File: src/udp_pkg.sv
// UDP transmit common definitions
package udp_pkg;

    // --------------------------------------------------
    // Data types
    // --------------------------------------------------
    typedef logic [7:0]  byte_t;
    typedef logic [31:0] word_t;
    typedef logic [15:0] len_t;
    typedef logic [47:0] mac_addr_t;
    typedef logic [31:0] ip_addr_t;

    // Frame sequencing, one state per frame section
    typedef enum logic [2:0] {
        st_idle,
        st_check_sum,       // Wait for header checksum
        st_preamble,
        st_eth_head,
        st_ip_head,         // IPv4 + UDP header words
        st_tx_data,
        st_crc
    } tx_state_e;

    // --------------------------------------------------
    // Ethernet framing
    // --------------------------------------------------
    localparam logic [15:0] ETH_TYPE_IPV4 = 16'h0800;
    localparam byte_t       PREAMBLE_BYTE = 8'h55;
    localparam byte_t       SFD_BYTE      = 8'hd5;
    localparam int          PREAMBLE_LEN  = 8;     // Includes the delimiter
    localparam int          ETH_HEAD_LEN  = 14;
    localparam int          HDR_WORDS     = 7;     // 20 IP + 8 UDP bytes

    // IPv4 and UDP fields
    localparam len_t        IP_HDR_BYTES  = 16'd20;
    localparam len_t        UDP_HDR_BYTES = 16'd8;
    localparam len_t        MIN_PAYLOAD   = 16'd18;  // 46 less both headers
    localparam byte_t       IP_VER_IHL    = 8'h45;
    localparam byte_t       IP_TTL        = 8'd64;
    localparam byte_t       IP_PROTO_UDP  = 8'd17;
    localparam logic [15:0] IP_FLAGS_DF   = 16'h4000;

    // CRC-32 in LSB-first form
    localparam word_t       CRC_POLY      = 32'hedb8_8320;
    localparam word_t       CRC_INIT      = 32'hffff_ffff;

endpackage

File: src/crc32_d8.sv
// Ethernet CRC-32, one byte per cycle
module crc32_d8 import udp_pkg::*; (
    input  logic  clk,
    input  logic  rst_n,
    input  logic  crc_en,
    input  logic  crc_clr,
    input  byte_t crc_d,
    output word_t crc_next,
    output word_t crc
);

    word_t crc_q;

    // Eight LSB-first shift steps over one data byte
    function automatic word_t crc_byte(input word_t c_in, input byte_t d);
        word_t c;
        c = c_in ^ {24'h0, d};
        for (int i = 0; i < 8; i++) begin
            if (c[0]) begin
                c = (c >> 1) ^ CRC_POLY;
            end else begin
                c = c >> 1;
            end
        end
        return c;
    endfunction

    assign crc_next = crc_byte(crc_q, crc_d);
    assign crc      = crc_q;

    // --------------------------------------------------
    // Running remainder
    // --------------------------------------------------
    always_ff @(posedge clk or negedge rst_n) begin
        if (!rst_n) begin
            crc_q <= CRC_INIT;
        end else if (crc_clr) begin
            crc_q <= CRC_INIT;          // Ready for the next frame
        end else if (crc_en) begin
            crc_q <= crc_next;
        end
    end

endmodule

File: src/ip_header_gen.sv
// IPv4 and UDP header builder
module ip_header_gen import udp_pkg::*; #(
    parameter ip_addr_t    BOARD_IP = {8'd192, 8'd168, 8'd1, 8'd10},
    parameter ip_addr_t    DES_IP   = {8'd192, 8'd168, 8'd1, 8'd102},
    parameter logic [15:0] UDP_PORT = 16'd1234
) (
    input  logic       clk,
    input  logic       rst_n,
    input  logic       hdr_load,
    input  len_t       hdr_len,
    output logic       hdr_ready,
    input  logic [2:0] hdr_idx,
    output word_t      hdr_word
);

    localparam int SUM_WORDS = 5;       // Words covered by the IP checksum

    word_t      hdr_q [HDR_WORDS];
    logic [3:0] stage;                  // Checksum pipeline position
    logic [15:0] ident;
    word_t      acc;
    word_t      half_sum;
    len_t       ip_len;
    len_t       udp_len;

    assign ip_len  = hdr_len + IP_HDR_BYTES + UDP_HDR_BYTES;
    assign udp_len = hdr_len + UDP_HDR_BYTES;

    // Sum of the ten 16-bit halves, checksum field still zero
    always_comb begin
        half_sum = '0;
        for (int w = 0; w < SUM_WORDS; w++) begin
            half_sum = half_sum + hdr_q[w][31:16] + hdr_q[w][15:0];
        end
    end

    // --------------------------------------------------
    // Identification and checksum pipeline
    // --------------------------------------------------
    always_ff @(posedge clk or negedge rst_n) begin
        if (!rst_n) begin
            stage <= '0;
            ident <= '0;
            acc   <= '0;
        end else begin
            stage <= {stage[2:0], hdr_load};
            if (hdr_load) begin
                ident <= ident + 16'd1;
            end
            if (stage[0]) begin
                acc <= half_sum;
            end else if (stage[1]) begin
                acc <= acc[31:16] + acc[15:0];      // First carry fold
            end
        end
    end

    // Header words
    always_ff @(posedge clk) begin
        if (hdr_load) begin
            hdr_q[0] <= {IP_VER_IHL, 8'h00, ip_len};
            hdr_q[1] <= {ident + 16'd1, IP_FLAGS_DF};
            hdr_q[2] <= {IP_TTL, IP_PROTO_UDP, 16'h0000};
            hdr_q[3] <= BOARD_IP;
            hdr_q[4] <= DES_IP;
            hdr_q[5] <= {UDP_PORT, UDP_PORT};
            hdr_q[6] <= {udp_len, 16'h0000};    // No UDP checksum
        end
        if (stage[2]) begin
            // Second fold cannot carry again
            hdr_q[2][15:0] <= ~(acc[31:16] + acc[15:0]);
        end
    end

    assign hdr_ready = stage[3];

    always_comb begin
        if (hdr_idx < 3'(HDR_WORDS)) begin
            hdr_word = hdr_q[hdr_idx];
        end else begin
            hdr_word = '0;
        end
    end

endmodule

File: src/udp_frame_ctrl.sv
// UDP frame sequencer for GMII
module udp_frame_ctrl import udp_pkg::*; #(
    parameter mac_addr_t BOARD_MAC = 48'h00_11_22_33_44_55,
    parameter mac_addr_t DES_MAC   = 48'hff_ff_ff_ff_ff_ff
) (
    input  logic       clk,
    input  logic       rst_n,
    input  logic       tx_start_en,
    input  len_t       tx_byte_num,
    input  word_t      tx_data,
    output logic       tx_req,
    output logic       tx_done,
    output logic       gmii_tx_en,
    output byte_t      gmii_txd,
    output logic       hdr_load,
    output len_t       hdr_len,
    input  logic       hdr_ready,
    output logic [2:0] hdr_idx,
    input  word_t      hdr_word,
    output logic       crc_en,
    output logic       crc_clr,
    output byte_t      crc_d,
    input  word_t      crc_next,
    input  word_t      crc
);

    localparam logic [8*ETH_HEAD_LEN-1:0] ETH_HEAD = {DES_MAC, BOARD_MAC, ETH_TYPE_IPV4};

    localparam len_t PRE_LAST  = len_t'(PREAMBLE_LEN - 1);
    localparam len_t ETH_LAST  = len_t'(ETH_HEAD_LEN - 1);
    localparam len_t HDR_LAST  = len_t'(4 * HDR_WORDS - 1);
    localparam len_t REQ_FIRST = len_t'(4 * HDR_WORDS - 3);   // Two bytes before payload

    tx_state_e state;
    len_t      byte_cnt;        // Byte index within the current section
    len_t      byte_num_q;
    len_t      pad_len;         // Payload length after padding
    word_t     data_q;
    logic      fcs_last;
    logic [1:0] sel;
    logic [8*ETH_HEAD_LEN-1:0] eth_shift;
    byte_t     eth_byte;
    byte_t     hdr_byte;
    byte_t     data_byte;
    byte_t     fcs_byte;

    // MSB-first byte of a word
    function automatic byte_t pick_byte(input word_t w, input logic [1:0] s);
        return w[8*(3-s) +: 8];
    endfunction

    assign sel     = byte_cnt[1:0];
    assign hdr_idx = byte_cnt[4:2];
    assign hdr_len = byte_num_q;
    assign crc_d   = gmii_txd;      // CRC follows the line
    assign crc_clr = tx_done;

    // --------------------------------------------------
    // Byte sources
    // --------------------------------------------------
    assign eth_shift = ETH_HEAD << (8 * byte_cnt[3:0]);
    assign eth_byte  = eth_shift[8*ETH_HEAD_LEN-1 -: 8];
    assign hdr_byte  = pick_byte(hdr_word, sel);

    always_comb begin
        if (byte_cnt >= byte_num_q) begin
            data_byte = '0;                         // Zero padding
        end else if (sel == 2'd0) begin
            data_byte = tx_data[31:24];             // Fresh word straight from input
        end else begin
            data_byte = pick_byte(data_q, sel);
        end
    end

    // First FCS byte must include the last payload byte
    always_comb begin
        case (sel)
            2'd0:    fcs_byte = ~crc_next[7:0];
            2'd1:    fcs_byte = ~crc[15:8];
            2'd2:    fcs_byte = ~crc[23:16];
            default: fcs_byte = ~crc[31:24];
        endcase
    end

    // Hold the payload word for its remaining three bytes
    always_ff @(posedge clk) begin
        if (state == st_tx_data && sel == 2'd0) begin
            data_q <= tx_data;
        end
    end

    // --------------------------------------------------
    // Frame FSM with registered GMII outputs
    // --------------------------------------------------
    always_ff @(posedge clk or negedge rst_n) begin
        if (!rst_n) begin
            state      <= st_idle;
            byte_cnt   <= '0;
            byte_num_q <= '0;
            pad_len    <= '0;
            hdr_load   <= 1'b0;
            tx_req     <= 1'b0;
            gmii_tx_en <= 1'b0;
            gmii_txd   <= '0;
            crc_en     <= 1'b0;
            fcs_last   <= 1'b0;
        end else begin
            hdr_load   <= 1'b0;
            tx_req     <= 1'b0;
            gmii_tx_en <= 1'b0;
            gmii_txd   <= '0;
            crc_en     <= 1'b0;
            fcs_last   <= 1'b0;
            byte_cnt   <= byte_cnt + 16'd1;
            case (state)
                st_idle: begin
                    byte_cnt <= '0;
                    if (tx_start_en) begin
                        byte_num_q <= tx_byte_num;
                        pad_len    <= (tx_byte_num > MIN_PAYLOAD) ? tx_byte_num : MIN_PAYLOAD;
                        hdr_load   <= 1'b1;
                        state      <= st_check_sum;
                    end
                end
                st_check_sum: begin
                    byte_cnt <= '0;
                    if (hdr_ready) begin
                        state <= st_preamble;
                    end
                end
                st_preamble: begin
                    gmii_tx_en <= 1'b1;
                    gmii_txd   <= (byte_cnt == PRE_LAST) ? SFD_BYTE : PREAMBLE_BYTE;
                    if (byte_cnt == PRE_LAST) begin
                        byte_cnt <= '0;
                        state    <= st_eth_head;
                    end
                end
                st_eth_head: begin
                    gmii_tx_en <= 1'b1;
                    crc_en     <= 1'b1;
                    gmii_txd   <= eth_byte;
                    if (byte_cnt == ETH_LAST) begin
                        byte_cnt <= '0;
                        state    <= st_ip_head;
                    end
                end
                st_ip_head: begin
                    gmii_tx_en <= 1'b1;
                    crc_en     <= 1'b1;
                    gmii_txd   <= hdr_byte;
                    if (byte_cnt == REQ_FIRST) begin
                        tx_req <= 1'b1;             // First payload word
                    end
                    if (byte_cnt == HDR_LAST) begin
                        byte_cnt <= '0;
                        state    <= st_tx_data;
                    end
                end
                st_tx_data: begin
                    gmii_tx_en <= 1'b1;
                    crc_en     <= 1'b1;
                    gmii_txd   <= data_byte;
                    // Next word due three bytes on, if any remain
                    if (sel == 2'd1 && byte_cnt + 17'd3 < byte_num_q) begin
                        tx_req <= 1'b1;
                    end
                    if (byte_cnt == pad_len - 16'd1) begin
                        byte_cnt <= '0;
                        state    <= st_crc;
                    end
                end
                st_crc: begin
                    gmii_tx_en <= 1'b1;
                    gmii_txd   <= fcs_byte;
                    if (sel == 2'd3) begin
                        fcs_last <= 1'b1;
                        state    <= st_idle;
                    end
                end
                default: state <= st_idle;
            endcase
        end
    end

    // Done once the last FCS byte has left the port
    always_ff @(posedge clk or negedge rst_n) begin
        if (!rst_n) begin
            tx_done <= 1'b0;
        end else begin
            tx_done <= fcs_last;
        end
    end

endmodule

File: src/udp_tx_top.sv
// UDP/IPv4 GMII transmitter
module udp_tx_top import udp_pkg::*; #(
    parameter mac_addr_t   BOARD_MAC = 48'h00_11_22_33_44_55,
    parameter mac_addr_t   DES_MAC   = 48'h84_a9_3e_19_30_8a,
    parameter ip_addr_t    BOARD_IP  = {8'd192, 8'd168, 8'd1, 8'd10},
    parameter ip_addr_t    DES_IP    = {8'd192, 8'd168, 8'd1, 8'd102},
    parameter logic [15:0] UDP_PORT  = 16'd1234     // Source and destination
) (
    input  logic  clk,
    input  logic  rst_n,
    input  logic  tx_start_en,
    input  len_t  tx_byte_num,
    input  word_t tx_data,
    output logic  tx_req,
    output logic  tx_done,
    output logic  gmii_tx_en,
    output byte_t gmii_txd
);

    // Header generator link
    logic       hdr_load;
    len_t       hdr_len;
    logic       hdr_ready;
    logic [2:0] hdr_idx;
    word_t      hdr_word;

    // CRC link
    logic  crc_en;
    logic  crc_clr;
    byte_t crc_d;
    word_t crc_next;
    word_t crc;

    udp_frame_ctrl #(
        .BOARD_MAC (BOARD_MAC),
        .DES_MAC   (DES_MAC)
    ) u_ctrl (
        .clk         (clk),
        .rst_n       (rst_n),
        .tx_start_en (tx_start_en),
        .tx_byte_num (tx_byte_num),
        .tx_data     (tx_data),
        .tx_req      (tx_req),
        .tx_done     (tx_done),
        .gmii_tx_en  (gmii_tx_en),
        .gmii_txd    (gmii_txd),
        .hdr_load    (hdr_load),
        .hdr_len     (hdr_len),
        .hdr_ready   (hdr_ready),
        .hdr_idx     (hdr_idx),
        .hdr_word    (hdr_word),
        .crc_en      (crc_en),
        .crc_clr     (crc_clr),
        .crc_d       (crc_d),
        .crc_next    (crc_next),
        .crc         (crc)
    );

    ip_header_gen #(
        .BOARD_IP (BOARD_IP),
        .DES_IP   (DES_IP),
        .UDP_PORT (UDP_PORT)
    ) u_hdr (
        .clk       (clk),
        .rst_n     (rst_n),
        .hdr_load  (hdr_load),
        .hdr_len   (hdr_len),
        .hdr_ready (hdr_ready),
        .hdr_idx   (hdr_idx),
        .hdr_word  (hdr_word)
    );

    crc32_d8 u_crc (
        .clk      (clk),
        .rst_n    (rst_n),
        .crc_en   (crc_en),
        .crc_clr  (crc_clr),
        .crc_d    (crc_d),
        .crc_next (crc_next),
        .crc      (crc)
    );

endmodule

File: config.mk
export PLATFORM = sky130hd
export DESIGN_NAME = udp_tx_top
export DESIGN_NICKNAME = d
export VERILOG_FILES = /design/src/udp_pkg.sv /design/src/crc32_d8.sv /design/src/ip_header_gen.sv /design/src/udp_frame_ctrl.sv /design/src/udp_tx_top.sv
export SDC_FILE = /design/constraint.sdc
export NUM_CORES = 1
export LEC_CHECK = 0
export BUFFER_PORTS_ARGS = -buffer_cell sky130_fd_sc_hd__buf_2
export CORE_MARGIN = 2
export CORE_UTILIZATION = 57
export CTS_CLUSTER_DIAMETER = 200
export CTS_CLUSTER_SIZE = 28
export DETAILED_ROUTE_END_ITERATION = 6
export PLACE_DENSITY = 0.78
export SKIP_CTS_REPAIR_TIMING = 1
export SYNTH_ARGS = -nofsm -noshare
export SYNTH_HDL_FRONTEND = slang
export SYNTH_SLANG_ARGS = --single-unit
File: constraint.sdc
create_clock -name clk -period 3.41 [get_ports clk]
set_clock_uncertainty 0.05 [all_clocks]
set_input_delay 1.023 -clock clk [delete_from_list [all_inputs] [get_ports clk]]
set_output_delay 1.023 -clock clk [all_outputs]
set_load 0.02 [all_outputs]
==> impl_metrics.toml <==
[layout]
antennaDiodeCount = 0
final_cell_mix = "184 x nand2_1, 135 x xnor2_1, 102 x dfrtp_1"
drive_above_1_share_pct = 15.50
final_common_cell = "nand2_1"
area_growth_pct = 10.12
utilization_pct = 64.13
fin_cells = 1878
fin_area_um2 = 16200
fillers = 1985
final_nets = 1692

[detailed_routing]
via_per_inst = 6.037
routed_wl_um = 36840
ant_nets = 0
dr.pass1.iters = 6
drcViolationCount = 0
drt_iter0_drc = 1047
num_vias = 11340
wl_per_cell_um = 19.61

[place]
place_area_um2 = 15520
portBuffers = 61
place_inst = 1853
hpwlAfterDp_um = 26950
globalplace.congestion = 0.9269

[yosys]
yosys.area.top_type = "edfxtp_1"
yosys.area_share.simple_pct = 15.31
synth_area_leaders = "edfxtp_1 19%, dfrtp_1 18%, xnor2_1 8.2%"
synth_compound_area_share_pct = 12.47
synthArstFlopShare_pct = 59.13
syn_area_um2 = 14710
synthAdderAreaFrac_pct = 9.342
synth_top_area_share_pct = 19.19
synth_top_family_by_area = "simple AND/OR/NAND/NOR gates"
synthMuxAreaShare_pct = 3.344
ys_types = 82
ys_seq_area_share_pct = 42.61
synth_xor_area_share_pct = 12.48
ys_ff_latch = 230
syn_nets = 1628
ys_warn_count = 0
synth_edf_count = 94
syn_area_per_cell_um2 = 9.950
synth_ff_type = "dfrtp_1"
syn_inst = 1478

[timing]
layout_min_cycle_time_ns = 3.535
fin_crit_sh_pct = 103.7
hold_viol = 0
fmax_mhz = 282.9
tightest_slew_ns = 0.9334
setup_viol = 4
fin_ws_ns = -0.1248
relSlewSlack_pct = 37.70
rsz0062_at_grt = "yes"
final_max_slew_viol_count = 0

[worst_setup_path]
crit_required_ns = 3.77
worstSetupPathType = "register to register"
cp-start-kind = "register"
path_cells = "buf_6 -> a21oi_4 -> nor2_2 -> xor2_1 -> fa_1 -> ha_4 -> ha_4 -> a21o_1 -> a211o_1 -> o32a_1 -> o31ai_4 -> o31ai_1 -> a21o_1"
crit_slowest_cell = "fa_1"
cp_top_family = "compound AO/OA/AOI/OAI gates"
crit_fanout = 4
end_kind = "register"
worstPathBufferInverterCount = 1
slowest_delay_ns = 0.60
cp.arrival_ns = 3.89

[die]
die_h_um = 164.6
die_x_um = 164.6
pin_count = 62
core-area_um2 = 25250
initial_core_util_pct = 58.23
die-area_um2 = 27100
rows = 58

[clocking]
htree_num_levels = 1
cts_root_buf = "clkbuf_16"
cts_tree = "done"
clk_path_buf_depth = 3
clk_pin_slew_ns = 0.12
cts_inserted_buffers = 12
clk_latency_ns = 0.51
clkSinkCount = 230

[global_routing]
grt_max_degree = 66
grt_pass1_wl_um = 57530
grt_pass1_vias = 10810
grt-ovfl-total = 0
grt.total_usage_pct = 27.00
grt_antenna_before_repair = 0

[status]
status = "finished, violations left"
violations = "setup timing"

[worst_hold_path]
hold_path_class = "register to register"

[pwr]
powerDensity_nw_per_um2 = 765.4
ir_drop_v = 0.001171
p_leak_nw = 6.933

[run]
drv_cap = 0
layer usage:
metal  share of wire, %  vias to the layer above  wire length [um]  track usage (%)
li1                   -                     5296                 -                -
met1                 42                     5533             15510            37.95
met2                 48                      430             17720            44.47
met3                6.3                       78              2325            2.536
met4                3.5                        0              1286            8.696
met5                  0                        -                 0                0
worst register-to-register path, cell delays in order (launching register included):
cell	delay, ns
edfxtp_1	0.47
buf_6	0.16
a21oi_4	0.16
nor2_2	0.08
xor2_1	0.18
fa_1	0.60
ha_4	0.22
ha_4	0.25
a21o_1	0.21
a211o_1	0.31
o32a_1	0.39
o31ai_4	0.09
o31ai_1	0.11
a21o_1	0.17
synthesized netlist by cell type, drive strengths merged, types with 6 or more instances:
library cell	instances
edfxtp	94
a211oi	11
and2	14
inv	80
buf	20
nor2b	17
nor3	21
nand2	184
o22ai	12
o221ai	13
nor4	11
nand3	34
o21a	13
a21o	13
nand2b	17
dfstp	32
fa	18
nand4	17
o31ai	10
and3	24
mux4	8
nor2	88
a221oi	6
clkbuf	47
a31oi	10
mux2i	30
dfrtp	104
xnor2	137
o21ai	97
or3	11
a21oi	57
ha	81
xor2	70
path summary, 6_finish.rpt:
check                      slack [ns]                         end  depth (start not counted)                         from
setup / recovery                -0.12   u_hdr.acc[18]$_DFFE_PN0P_                         13  u_hdr.hdr_q[0][8]$_DFFE_PP_
hold / removal                   0.31    u_ctrl.crc_clr$_DFF_PN0_                          0    u_ctrl.fcs_last$_DFF_PN0_
setup reg to reg                -0.12   u_hdr.acc[18]$_DFFE_PN0P_                         13  u_hdr.hdr_q[0][8]$_DFFE_PP_
hold reg to reg                  0.31    u_ctrl.crc_clr$_DFF_PN0_                          0    u_ctrl.fcs_last$_DFF_PN0_
max in group asynchronous        2.10    u_crc.crc[2]$_DFFE_PN1P_                          2                        rst_n
min in group asynchronous        0.37  u_hdr.ident[2]$_DFFE_PN0P_                          1                        rst_n
power by group:
group          internal [mW]  total [mW]  switching [mW]  leakage [nW]
Combinational           2.99        6.64            3.64          4.26
Clock                  0.732        1.66           0.927         0.179
Sequential              3.63        4.10           0.465          2.49
layout make-up:
| type | count | area (um2) | share of cell area [%] |
|---|---|---|---|
| Tap cell | 330 | 412.9 | 2.549 |
| Clock inverter | 1 | 30.03 | 0.1854 |
| Inverter | 81 | 304.0 | 1.877 |
| Clock buffer | 19 | 347.8 | 2.148 |
| Sequential cell | 230 | 6269 | 38.71 |
| Multi-Input combinational cell | 1098 | 8049 | 49.70 |
| Timing Repair Buffer | 119 | 783.3 | 4.836 |
cell families after synthesis:
kind of cell / after synthesis
flops: 230
simple gates: 465
xor+xnor: 208
compound gates: 287
buf+inv: 150
mux: 39
fa+ha+maj: 99
through the flow:
step | hold slack (ns) | TNS, ns | total power, mW | setup slack (ns)
3_5_place_dp | 0.2847 | -0.4098 | 10.69 | -0.1495
2_1_floorplan | 0.2812 | -0.09311 | 9.280 | -0.09311
4_1_cts | 0.3098 | -0.5672 | 12.36 | -0.1812
3_3_place_gp | 0.2831 | -0.05989 | 10.48 | -0.03894
6_report | 0.3084 | -0.3305 | 12.40 | -0.1248
5_1_grt | 0.3367 | -0.9331 | 13.33 | -0.1873
sequential cells by signal, summed over array words and instances, names as in the netlist, 3 cells and up:
| name | flops |
|---|---|
| u_ctrl.byte_cnt | 16 |
| u_ctrl.crc_d | 8 |
| u_ctrl.state | 3 |
| u_ctrl.data_q | 32 |
| u_hdr.acc | 19 |
| u_hdr.ident | 16 |
| u_hdr.stage | 4 |
| u_hdr.hdr_q | 62 |
| u_crc.crc | 32 |
| u_ctrl.hdr_len | 16 |
| u_ctrl.pad_len | 16 |
Note: power is estimated with default switching activity, not from simulation.
